===== config.mk =====
export PLATFORM = sky130hd
export DESIGN_NAME = conv_layer_top
export DESIGN_NICKNAME = d
export VERILOG_FILES = /design/src/rtl/conv_pkg.sv /design/src/rtl/conv_loop_reader.sv /design/src/rtl/conv_window_engine.sv /design/src/rtl/conv_channel_accumulator.sv /design/src/rtl/conv_output_queue.sv /design/src/rtl/conv_layer_top.sv
export VERILOG_INCLUDE_DIRS = /design/src /design/src/rtl
export SDC_FILE = /design/constraint.sdc
export NUM_CORES = 2
export LEC_CHECK = 0
export BUFFER_PORTS_ARGS = -buffer_cell sky130_fd_sc_hd__buf_2
export CAP_MARGIN = 30
export CORE_MARGIN = 5
export CORE_UTILIZATION = 40
export CTS_BUF_LIST = sky130_fd_sc_hd__clkbuf_2
export DETAILED_ROUTE_END_ITERATION = 10
export MAX_ROUTING_LAYER = met4
export PLACE_DENSITY = 0.6
export SLEW_MARGIN = 20
export SYNTH_ARGS = -nofsm -noshare
export SYNTH_HDL_FRONTEND = slang
export SYNTH_SLANG_ARGS = --single-unit

===== constraint.sdc =====
create_clock -name clk -period 8 [get_ports clk]
set_input_delay 1.6 -clock clk [delete_from_list [all_inputs] [get_ports clk]]
set_output_delay 1.6 -clock clk [all_outputs]
set_load 0.01 [all_outputs]

===== src/rtl/conv_consts.svh =====
`ifndef CONV_CONSTS_SVH
`define CONV_CONSTS_SVH

//////////////////////////////////////////////////
// Layer geometry
//////////////////////////////////////////////////

// Input image size in pixels
`define CONV_IMG_W 6
`define CONV_IMG_H 6

// Channel counts
`define CONV_CH_IN  2
`define CONV_CH_OUT 2

// Square kernel, rate 1, no padding
`define CONV_KERNEL 3

// Valid convolution output size
`define CONV_OUT_W      (`CONV_IMG_W - `CONV_KERNEL + 1)
`define CONV_OUT_PIXELS (`CONV_OUT_W * (`CONV_IMG_H - `CONV_KERNEL + 1))

//////////////////////////////////////////////////
// Output side
//////////////////////////////////////////////////

`define CONV_QUEUE_DEPTH 32
`define CONV_OUT_CREDITS 4

`endif


===== src/rtl/conv_pkg.sv =====
`default_nettype none

package conv_pkg;

  // Signed input pixel
  typedef logic signed [7:0] pix_t;

  // Signed kernel weight
  typedef logic signed [7:0] wgt_t;

  // Full precision sum, never rounded or saturated
  typedef logic signed [23:0] acc_t;

  // Loop reader FSM
  typedef enum logic [1:0] {
    RD_LOAD,
    RD_WAIT_ROOM,
    RD_REPLAY
  } reader_state_e;

endpackage

`default_nettype wire


===== src/rtl/conv_loop_reader.sv =====
`timescale 1ns/100ps
`default_nettype none
`include "conv_consts.svh"

module conv_loop_reader import conv_pkg::*; (
  input  logic clk,
  input  logic reset,
  input  logic pxl_valid,
  input  pix_t pxl_in,
  input  logic plane_room,
  output logic in_ready,
  output logic loop_valid,
  output pix_t loop_pxl,
  output logic loop_ic,
  output logic loop_oc
);

  localparam int PLANE  = `CONV_IMG_W * `CONV_IMG_H;
  localparam int FRAME  = PLANE * `CONV_CH_IN;
  localparam int ADDR_W = $clog2(FRAME);
  localparam int POS_W  = $clog2(PLANE);

  // A single input channel means every plane is the last one
  localparam reader_state_e FIRST_STATE = (`CONV_CH_IN == 1) ? RD_WAIT_ROOM : RD_REPLAY;

  reader_state_e     state;
  pix_t              frame_mem [FRAME];
  logic [ADDR_W-1:0] wr_addr;
  logic [ADDR_W-1:0] rd_addr;
  logic [POS_W-1:0]  rd_pos;
  logic              rd_ic;
  logic              rd_oc;
  logic              plane_end;
  logic              ic_last;
  logic              oc_last;
  logic              next_ic_last;

  assign in_ready     = (state == RD_LOAD);
  assign rd_addr      = ADDR_W'(int'(rd_ic) * PLANE + int'(rd_pos));
  assign plane_end    = (rd_pos == POS_W'(PLANE - 1));
  assign ic_last      = (int'(rd_ic) == `CONV_CH_IN - 1);
  assign oc_last      = (int'(rd_oc) == `CONV_CH_OUT - 1);
  assign next_ic_last = (int'(rd_ic) + 1 == `CONV_CH_IN - 1);

  //////////////////////////////////////////////////
  // Load and replay FSM
  //////////////////////////////////////////////////

  always_ff @(posedge clk) begin
    if (reset) begin
      state      <= RD_LOAD;
      wr_addr    <= '0;
      rd_pos     <= '0;
      rd_ic      <= 1'b0;
      rd_oc      <= 1'b0;
      loop_valid <= 1'b0;
    end else begin
      loop_valid <= 1'b0;
      case (state)
        RD_LOAD: begin
          if (pxl_valid) begin
            if (wr_addr == ADDR_W'(FRAME - 1)) begin
              wr_addr <= '0;
              state   <= FIRST_STATE;
            end else begin
              wr_addr <= wr_addr + 1'b1;
            end
          end
        end
        // Only the last plane writes the queue, so room is checked here
        RD_WAIT_ROOM: begin
          if (plane_room) begin
            state <= RD_REPLAY;
          end
        end
        RD_REPLAY: begin
          loop_valid <= 1'b1;
          if (plane_end) begin
            rd_pos <= '0;
            if (ic_last) begin
              rd_ic <= 1'b0;
              if (oc_last) begin
                rd_oc <= 1'b0;
                state <= RD_LOAD;
              end else begin
                rd_oc <= rd_oc + 1'b1;
                state <= FIRST_STATE;
              end
            end else begin
              rd_ic <= rd_ic + 1'b1;
              if (next_ic_last) begin
                state <= RD_WAIT_ROOM;
              end
            end
          end else begin
            rd_pos <= rd_pos + 1'b1;
          end
        end
        default: state <= RD_LOAD;
      endcase
    end
  end

  // Frame store and tagged replay data
  always_ff @(posedge clk) begin
    if (in_ready && pxl_valid) begin
      frame_mem[wr_addr] <= pxl_in;
    end
    loop_pxl <= frame_mem[rd_addr];
    loop_ic  <= rd_ic;
    loop_oc  <= rd_oc;
  end

endmodule

`default_nettype wire


===== src/rtl/conv_window_engine.sv =====
`timescale 1ns/100ps
`default_nettype none
`include "conv_consts.svh"

module conv_window_engine import conv_pkg::*; (
  input  logic clk,
  input  logic reset,
  input  logic weight_valid,
  input  wgt_t weight_in,
  input  logic loop_valid,
  input  pix_t loop_pxl,
  input  logic loop_ic,
  input  logic loop_oc,
  output logic conv_valid,
  output acc_t conv_data,
  output logic conv_ic
);

  localparam int K      = `CONV_KERNEL;
  localparam int TAPS   = K * K;
  localparam int N_WGT  = TAPS * `CONV_CH_IN * `CONV_CH_OUT;
  localparam int WIDX_W = $clog2(N_WGT);
  localparam int COL_W  = $clog2(`CONV_IMG_W);
  localparam int ROW_W  = $clog2(`CONV_IMG_H);
  localparam int PROD_W = $bits(pix_t) + $bits(wgt_t);

  wgt_t                     weight_mem [N_WGT];
  logic [WIDX_W-1:0]        w_idx;
  logic [WIDX_W-1:0]        wgt_base;
  logic [COL_W-1:0]         col;
  logic [ROW_W-1:0]         row;
  pix_t                     line_buf [K-1][`CONV_IMG_W];
  pix_t                     win [K][K];
  pix_t                     col_in [K];
  pix_t                     cur_win [K][K];
  logic                     win_done;
  logic signed [PROD_W-1:0] prod_d [TAPS];
  logic signed [PROD_W-1:0] prod_q [TAPS];
  logic                     valid_s1;
  logic                     ic_s1;
  acc_t                     sum_d;

  //////////////////////////////////////////////////
  // Weight store
  //////////////////////////////////////////////////

  // Load order is oc, ic, kernel row, kernel column
  always_ff @(posedge clk) begin
    if (reset) begin
      w_idx <= '0;
    end else if (weight_valid) begin
      w_idx <= (w_idx == WIDX_W'(N_WGT - 1)) ? '0 : w_idx + 1'b1;
    end
  end

  always_ff @(posedge clk) begin
    if (weight_valid) begin
      weight_mem[w_idx] <= weight_in;
    end
  end

  assign wgt_base = WIDX_W'((int'(loop_oc) * `CONV_CH_IN + int'(loop_ic)) * TAPS);

  //////////////////////////////////////////////////
  // Raster position and window
  //////////////////////////////////////////////////

  always_ff @(posedge clk) begin
    if (reset) begin
      col <= '0;
      row <= '0;
    end else if (loop_valid) begin
      if (col == COL_W'(`CONV_IMG_W - 1)) begin
        col <= '0;
        row <= (row == ROW_W'(`CONV_IMG_H - 1)) ? '0 : row + 1'b1;
      end else begin
        col <= col + 1'b1;
      end
    end
  end

  assign win_done = loop_valid && (int'(row) >= K - 1) && (int'(col) >= K - 1);

  // Window as it stands once the current pixel is shifted in
  always_comb begin
    for (int r = 0; r < K - 1; r++) begin
      col_in[r] = line_buf[K-2-r][col];
    end
    col_in[K-1] = loop_pxl;
    for (int r = 0; r < K; r++) begin
      for (int c = 0; c < K - 1; c++) begin
        cur_win[r][c] = win[r][c+1];
      end
      cur_win[r][K-1] = col_in[r];
    end
    for (int t = 0; t < TAPS; t++) begin
      prod_d[t] = PROD_W'(cur_win[t/K][t%K]) *
                  PROD_W'(weight_mem[wgt_base + WIDX_W'(t)]);
    end
  end

  // Line buffer 0 holds the previous row
  always_ff @(posedge clk) begin
    if (loop_valid) begin
      line_buf[0][col] <= loop_pxl;
      for (int i = 1; i < K - 1; i++) begin
        line_buf[i][col] <= line_buf[i-1][col];
      end
      win <= cur_win;
    end
  end

  //////////////////////////////////////////////////
  // Multiply then add
  //////////////////////////////////////////////////

  always_comb begin
    sum_d = '0;
    for (int t = 0; t < TAPS; t++) begin
      sum_d = sum_d + acc_t'(prod_q[t]);
    end
  end

  always_ff @(posedge clk) begin
    if (reset) begin
      valid_s1   <= 1'b0;
      conv_valid <= 1'b0;
    end else begin
      valid_s1   <= win_done;
      conv_valid <= valid_s1;
    end
  end

  always_ff @(posedge clk) begin
    if (win_done) begin
      prod_q <= prod_d;
      ic_s1  <= loop_ic;
    end
    if (valid_s1) begin
      conv_data <= sum_d;
      conv_ic   <= ic_s1;
    end
  end

endmodule

`default_nettype wire


===== src/rtl/conv_channel_accumulator.sv =====
`timescale 1ns/100ps
`default_nettype none
`include "conv_consts.svh"

module conv_channel_accumulator import conv_pkg::*; (
  input  logic clk,
  input  logic reset,
  input  logic conv_valid,
  input  acc_t conv_data,
  input  logic conv_ic,
  output logic acc_valid,
  output acc_t acc_data
);

  localparam int IDX_W = $clog2(`CONV_OUT_PIXELS);

  acc_t             psum [`CONV_OUT_PIXELS];
  logic [IDX_W-1:0] res_idx;
  logic             last_ic;
  acc_t             total;

  assign last_ic = (int'(conv_ic) == `CONV_CH_IN - 1);

  // Channel 0 starts a fresh sum
  assign total = (conv_ic == 1'b0) ? conv_data : psum[res_idx] + conv_data;

  //////////////////////////////////////////////////
  // Result index and valid
  //////////////////////////////////////////////////

  always_ff @(posedge clk) begin
    if (reset) begin
      res_idx   <= '0;
      acc_valid <= 1'b0;
    end else begin
      acc_valid <= conv_valid && last_ic;
      if (conv_valid) begin
        if (res_idx == IDX_W'(`CONV_OUT_PIXELS - 1)) begin
          res_idx <= '0;
        end else begin
          res_idx <= res_idx + 1'b1;
        end
      end
    end
  end

  // Partial sums stay local until the last channel
  always_ff @(posedge clk) begin
    if (conv_valid) begin
      if (last_ic) begin
        acc_data <= total;
      end else begin
        psum[res_idx] <= total;
      end
    end
  end

endmodule

`default_nettype wire


===== src/rtl/conv_output_queue.sv =====
`timescale 1ns/100ps
`default_nettype none
`include "conv_consts.svh"

module conv_output_queue import conv_pkg::*; (
  input  logic clk,
  input  logic reset,
  input  logic acc_valid,
  input  acc_t acc_data,
  input  logic out_credit,
  output logic out_valid,
  output acc_t out_data,
  output logic plane_room
);

  localparam int DEPTH = `CONV_QUEUE_DEPTH;
  localparam int PTR_W = $clog2(DEPTH);
  localparam int CNT_W = $clog2(DEPTH + 1);
  localparam int CRD_W = $clog2(`CONV_OUT_CREDITS + 1);

  acc_t             fifo_mem [DEPTH];
  logic [PTR_W-1:0] wr_ptr;
  logic [PTR_W-1:0] rd_ptr;
  logic [CNT_W-1:0] occupancy;
  logic [CRD_W-1:0] credit_cnt;
  logic             full;
  logic             empty;
  logic             wr_en;
  logic             rd_en;

  assign full  = (occupancy == CNT_W'(DEPTH));
  assign empty = (occupancy == '0);
  assign wr_en = acc_valid && !full;

  // The result now on the output still holds one credit
  assign rd_en = !empty && (credit_cnt > CRD_W'(out_valid));

  // Enough space for a whole output plane
  assign plane_room = (occupancy <= CNT_W'(DEPTH - `CONV_OUT_PIXELS));

  //////////////////////////////////////////////////
  // Pointers, occupancy and credits
  //////////////////////////////////////////////////

  always_ff @(posedge clk) begin
    if (reset) begin
      wr_ptr     <= '0;
      rd_ptr     <= '0;
      occupancy  <= '0;
      credit_cnt <= CRD_W'(`CONV_OUT_CREDITS);
      out_valid  <= 1'b0;
    end else begin
      if (wr_en) begin
        wr_ptr <= (wr_ptr == PTR_W'(DEPTH - 1)) ? '0 : wr_ptr + 1'b1;
      end
      if (rd_en) begin
        rd_ptr <= (rd_ptr == PTR_W'(DEPTH - 1)) ? '0 : rd_ptr + 1'b1;
      end
      occupancy  <= occupancy + CNT_W'(wr_en) - CNT_W'(rd_en);
      credit_cnt <= credit_cnt - CRD_W'(out_valid) + CRD_W'(out_credit);
      out_valid  <= rd_en;
    end
  end

  always_ff @(posedge clk) begin
    if (wr_en) begin
      fifo_mem[wr_ptr] <= acc_data;
    end
    if (rd_en) begin
      out_data <= fifo_mem[rd_ptr];
    end
  end

endmodule

`default_nettype wire


===== src/rtl/conv_layer_top.sv =====
`timescale 1ns/100ps
`default_nettype none

module conv_layer_top import conv_pkg::*; (
  input  logic clk,
  input  logic reset,
  input  logic weight_valid,
  input  wgt_t weight_in,
  input  logic pxl_valid,
  input  pix_t pxl_in,
  input  logic out_credit,
  output logic in_ready,
  output logic out_valid,
  output acc_t out_data
);

  logic weight_accept;
  logic loop_valid;
  pix_t loop_pxl;
  logic loop_ic;
  logic loop_oc;
  logic conv_valid;
  acc_t conv_data;
  logic conv_ic;
  logic acc_valid;
  acc_t acc_data;
  logic plane_room;

  // Weights are taken only between frames
  assign weight_accept = weight_valid && in_ready;

  //////////////////////////////////////////////////
  // Datapath
  //////////////////////////////////////////////////

  conv_loop_reader i_loop_reader (
    .clk        (clk),
    .reset      (reset),
    .pxl_valid  (pxl_valid),
    .pxl_in     (pxl_in),
    .plane_room (plane_room),
    .in_ready   (in_ready),
    .loop_valid (loop_valid),
    .loop_pxl   (loop_pxl),
    .loop_ic    (loop_ic),
    .loop_oc    (loop_oc)
  );

  conv_window_engine i_window_engine (
    .clk          (clk),
    .reset        (reset),
    .weight_valid (weight_accept),
    .weight_in    (weight_in),
    .loop_valid   (loop_valid),
    .loop_pxl     (loop_pxl),
    .loop_ic      (loop_ic),
    .loop_oc      (loop_oc),
    .conv_valid   (conv_valid),
    .conv_data    (conv_data),
    .conv_ic      (conv_ic)
  );

  conv_channel_accumulator i_channel_accumulator (
    .clk        (clk),
    .reset      (reset),
    .conv_valid (conv_valid),
    .conv_data  (conv_data),
    .conv_ic    (conv_ic),
    .acc_valid  (acc_valid),
    .acc_data   (acc_data)
  );

  conv_output_queue i_output_queue (
    .clk        (clk),
    .reset      (reset),
    .acc_valid  (acc_valid),
    .acc_data   (acc_data),
    .out_credit (out_credit),
    .out_valid  (out_valid),
    .out_data   (out_data),
    .plane_room (plane_room)
  );

endmodule

`default_nettype wire


==> flow_summary.json <==
{
  "grt_pass1_vias": 72100,
  "syn_nets": 8557,
  "syn-instance-count": 7571,
  "via_per_inst": 5.36,
  "fin_crit_sh_pct": 94.5,
  "endpoint_kind": "flop",
  "p_per_area_nw_per_um2": 192,
  "drive_gt1_share_pct": 25.8,
  "status": "finished clean",
  "ff2ff_setup_slack_ns": 0.44,
  "holdBufCountCts": 12,
  "hold_path.class": "input pin to flop",
  "hold_viol": 0,
  "grt_pass1_wl_um": 461000,
  "cts_tree": "yes",
  "hpwl_um": 207000,
  "path_clk_slew_ns": 0.11,
  "fin_crit_ns": 7.56,
  "cpPeakStageDelay_ns": 0.61,
  "ys_top_cells_by_area": "edfxtp_1, mux4_2, fa_1",
  "synth_area_um2": 125000,
  "critPathMaxFanout": 27,
  "synthArstFlopShare_pct": 0,
  "netlist.area_leader.share_pct": 57.0,
  "crit_path_frequent_cell": "fa_1",
  "wire_per_inst_um": 23.9,
  "p_leak_nw": 48.4,
  "worstPathRequired_ns": 9.63,
  "coreArea_um2": 312000,
  "cap_violations": 0,
  "crit_type": "flop to flop",
  "crit_arrival_ns": 9.20,
  "cts_setup_buffers": 0,
  "gp_congestion": 0.881,
  "via_count": 68900,
  "crit_chain": "inv_2, ha_4, buf_4, mux4_2, mux4_2, mux2i_1, nor2_1, a21oi_2, nor2_1, fa_1, fa_1, inv_1, fa_1, fa_1, inv_1, ha_1, nor2b_1, o21ai_0, a21boi_0, o21ai_0, a21o_1, a21boi_0, o21a_1, o311ai_0",
  "die_h_um": 570,
  "routed_wl_um": 306000,
  "port_buffers": 46,
  "clk_latency_ns": 1.96,
  "rsz0062_at_grt": "no",
  "fmax_mhz": 132,
  "ir_drop_mv": 0.186,
  "relSlewSlack_pct": 25.8,
  "grtUsageMet1_pct": 26.0,
  "yosys_warnings": 0,
  "synth-main-ff-cell": "edfxtp_1",
  "final_common_cell": "edfxtp_1",
  "worst_slew_pin_slew_ns": 1.11,
  "firstDrtPassIters": 6,
  "use_met2_pct": 30.6,
  "h-tree-depth": 6,
  "fin_tns_setup_ns": 0,
  "fin_ws_ns": 0.438,
  "final_cells": 12800,
  "grtUsageTotal_pct": 19.4,
  "cts_sinks": 2449,
  "synth.distinct_cells": 79,
  "grt.busiest_layer": "met2",
  "dieArea_um2": 325000,
  "syn2layout_area_growth_pct": 10.9,
  "post_cts_resized": 0,
  "drv_slew": 0,
  "drc": 0,
  "cts_root_buffer": "clkbuf_2",
  "skew_ns": 0.165,
  "yosys.area.top_type": "edfxtp_1",
  "synth-seq-cells": 2449,
  "finalHoldWorstSlack_ns": 0.342,
  "numCtsBuffers": 619,
  "ys_seq_area_share_pct": 58.1,
  "dp.cells": 11700,
  "place_ws_ns": 0.590,
  "fin_nets": 9195,
  "syn_avg_cell_area_um2": 16.5,
  "dr.first_iter.drc_count": 5686,
  "ant_nets": 0,
  "grt_use_met3_pct": 3.36,
  "die_x_um": 570,
  "rows": 205,
  "synth-edff-count": 2378,
  "setup_viol": 0,
  "start_util_pct": 40.2,
  "max-clock-path-buffers": 4,
  "antenna_found_initial": 18,
  "io_pins": 47,
  "grt_max_degree": 132,
  "final_cell_mix": "edfxtp_1, clkbuf_2, inv_1",
  "p_total_mw": 26.6,
  "crit_path_start_kind": "flop",
  "crit_slowest_cell": "ha_4",
  "grt-ovfl-total": 0
}
-- critical path: cells and delay by family (launching register included) --
family,cells,cell delay [ns]
adder cells (fa/ha/maj),6,2.82
AO/OA/AOI/OAI,8,2.00
multiplexers,3,1.25
buffers and inverters,4,0.46
flip-flops,1,0.38
AND/OR/NAND/NOR,3,0.36
-- area by class of cell --
class                   instances  area [µm²]
multi-input cells            4032       48700
inverters                     818        3070
repair buffers                289        3240
clock buffers                 865        4330
flip-flops and latches       2449       72900
well taps                    4140        5180
clock inverters               220        1540
fillers                     27700      173000
diodes                         24        60.1
-- sequential cells by signal, indices dropped and copies added (netlist names), 4 cells and up, named ones only --
signal / count
i_output_queue.fifo_mem: 768
i_loop_reader.frame_mem: 576
i_channel_accumulator.psum: 384
i_window_engine.weight_mem: 288
i_window_engine.prod_q: 144
i_window_engine.line_buf: 96
i_window_engine.cur_win: 48
i_channel_accumulator.acc_data: 24
i_output_queue.out_data: 24
i_window_engine.conv_data: 24
i_loop_reader.loop_pxl: 8
i_loop_reader.wr_addr: 7
i_loop_reader.rd_pos: 6
i_output_queue.occupancy: 6
i_window_engine.w_idx: 6
i_output_queue.rd_ptr: 5
i_output_queue.wr_ptr: 5
i_channel_accumulator.res_idx: 4
-- per-stage QoR --
step	util [%]	area, µm²
floorplan	-	125000
global placement	42.1	131000
detailed placement	42.5	132000
CTS	44.4	138000
global route	44.5	139000
finish	44.6	139000
-- worst paths after layout --
path                                       startpoint                        endpoint  depth (start not counted)
worst max register to register  i_loop_reader.loop_oc      i_window_engine.prod_q[62]                         24
worst min-delay path                        pxl_in[3]  i_loop_reader.frame_mem[19][3]                          2
worst min register to register  i_loop_reader.oc_last           i_loop_reader.loop_oc                          0
worst max-delay path            i_loop_reader.loop_oc      i_window_engine.prod_q[62]                         24
-- cell families (layout without fill, tap and decap cells) --
logic type | count (synthesis) | count (layout) | synth area share, %
AND/OR/NAND/NOR | 1363 | 1363 | 5.15
AO/OA/AOI/OAI | 529 | 529 | 2.68
flip-flops | 2449 | 2449 | 58.1
buffers and inverters | 1090 | 2192 | 3.44
adder cells (fa/ha/maj) | 965 | 965 | 13.3
other | 0 | 24 | 0
XOR/XNOR | 185 | 185 | 1.29
multiplexers | 990 | 990 | 16.0
-- synthesized netlist by cell type (114+ instances only) --
cell and n:
nand2_1 414, fa_1 606, xnor2_1 148, ha_1 359, clkbuf_1 126, edfxtp_1 2378
nor2_1 398, and2_1 217, inv_1 809, mux4_2 807, a21oi_1 156, mux2i_1 114
-- per-layer routing --
layer  part of all wire (%)  wire length [µm]
met5                      0                 0
met1                     42            130000
met3                    6.4             19700
met4                    2.9              8830
met2                     48            148000
-- power by group --
group | switching (mW) | internal, mW
registers | 0.108 | 14.2
clock network | 5.20 | 3.60
logic | 1.91 | 1.64
Power figures use the tool's default switching activity.
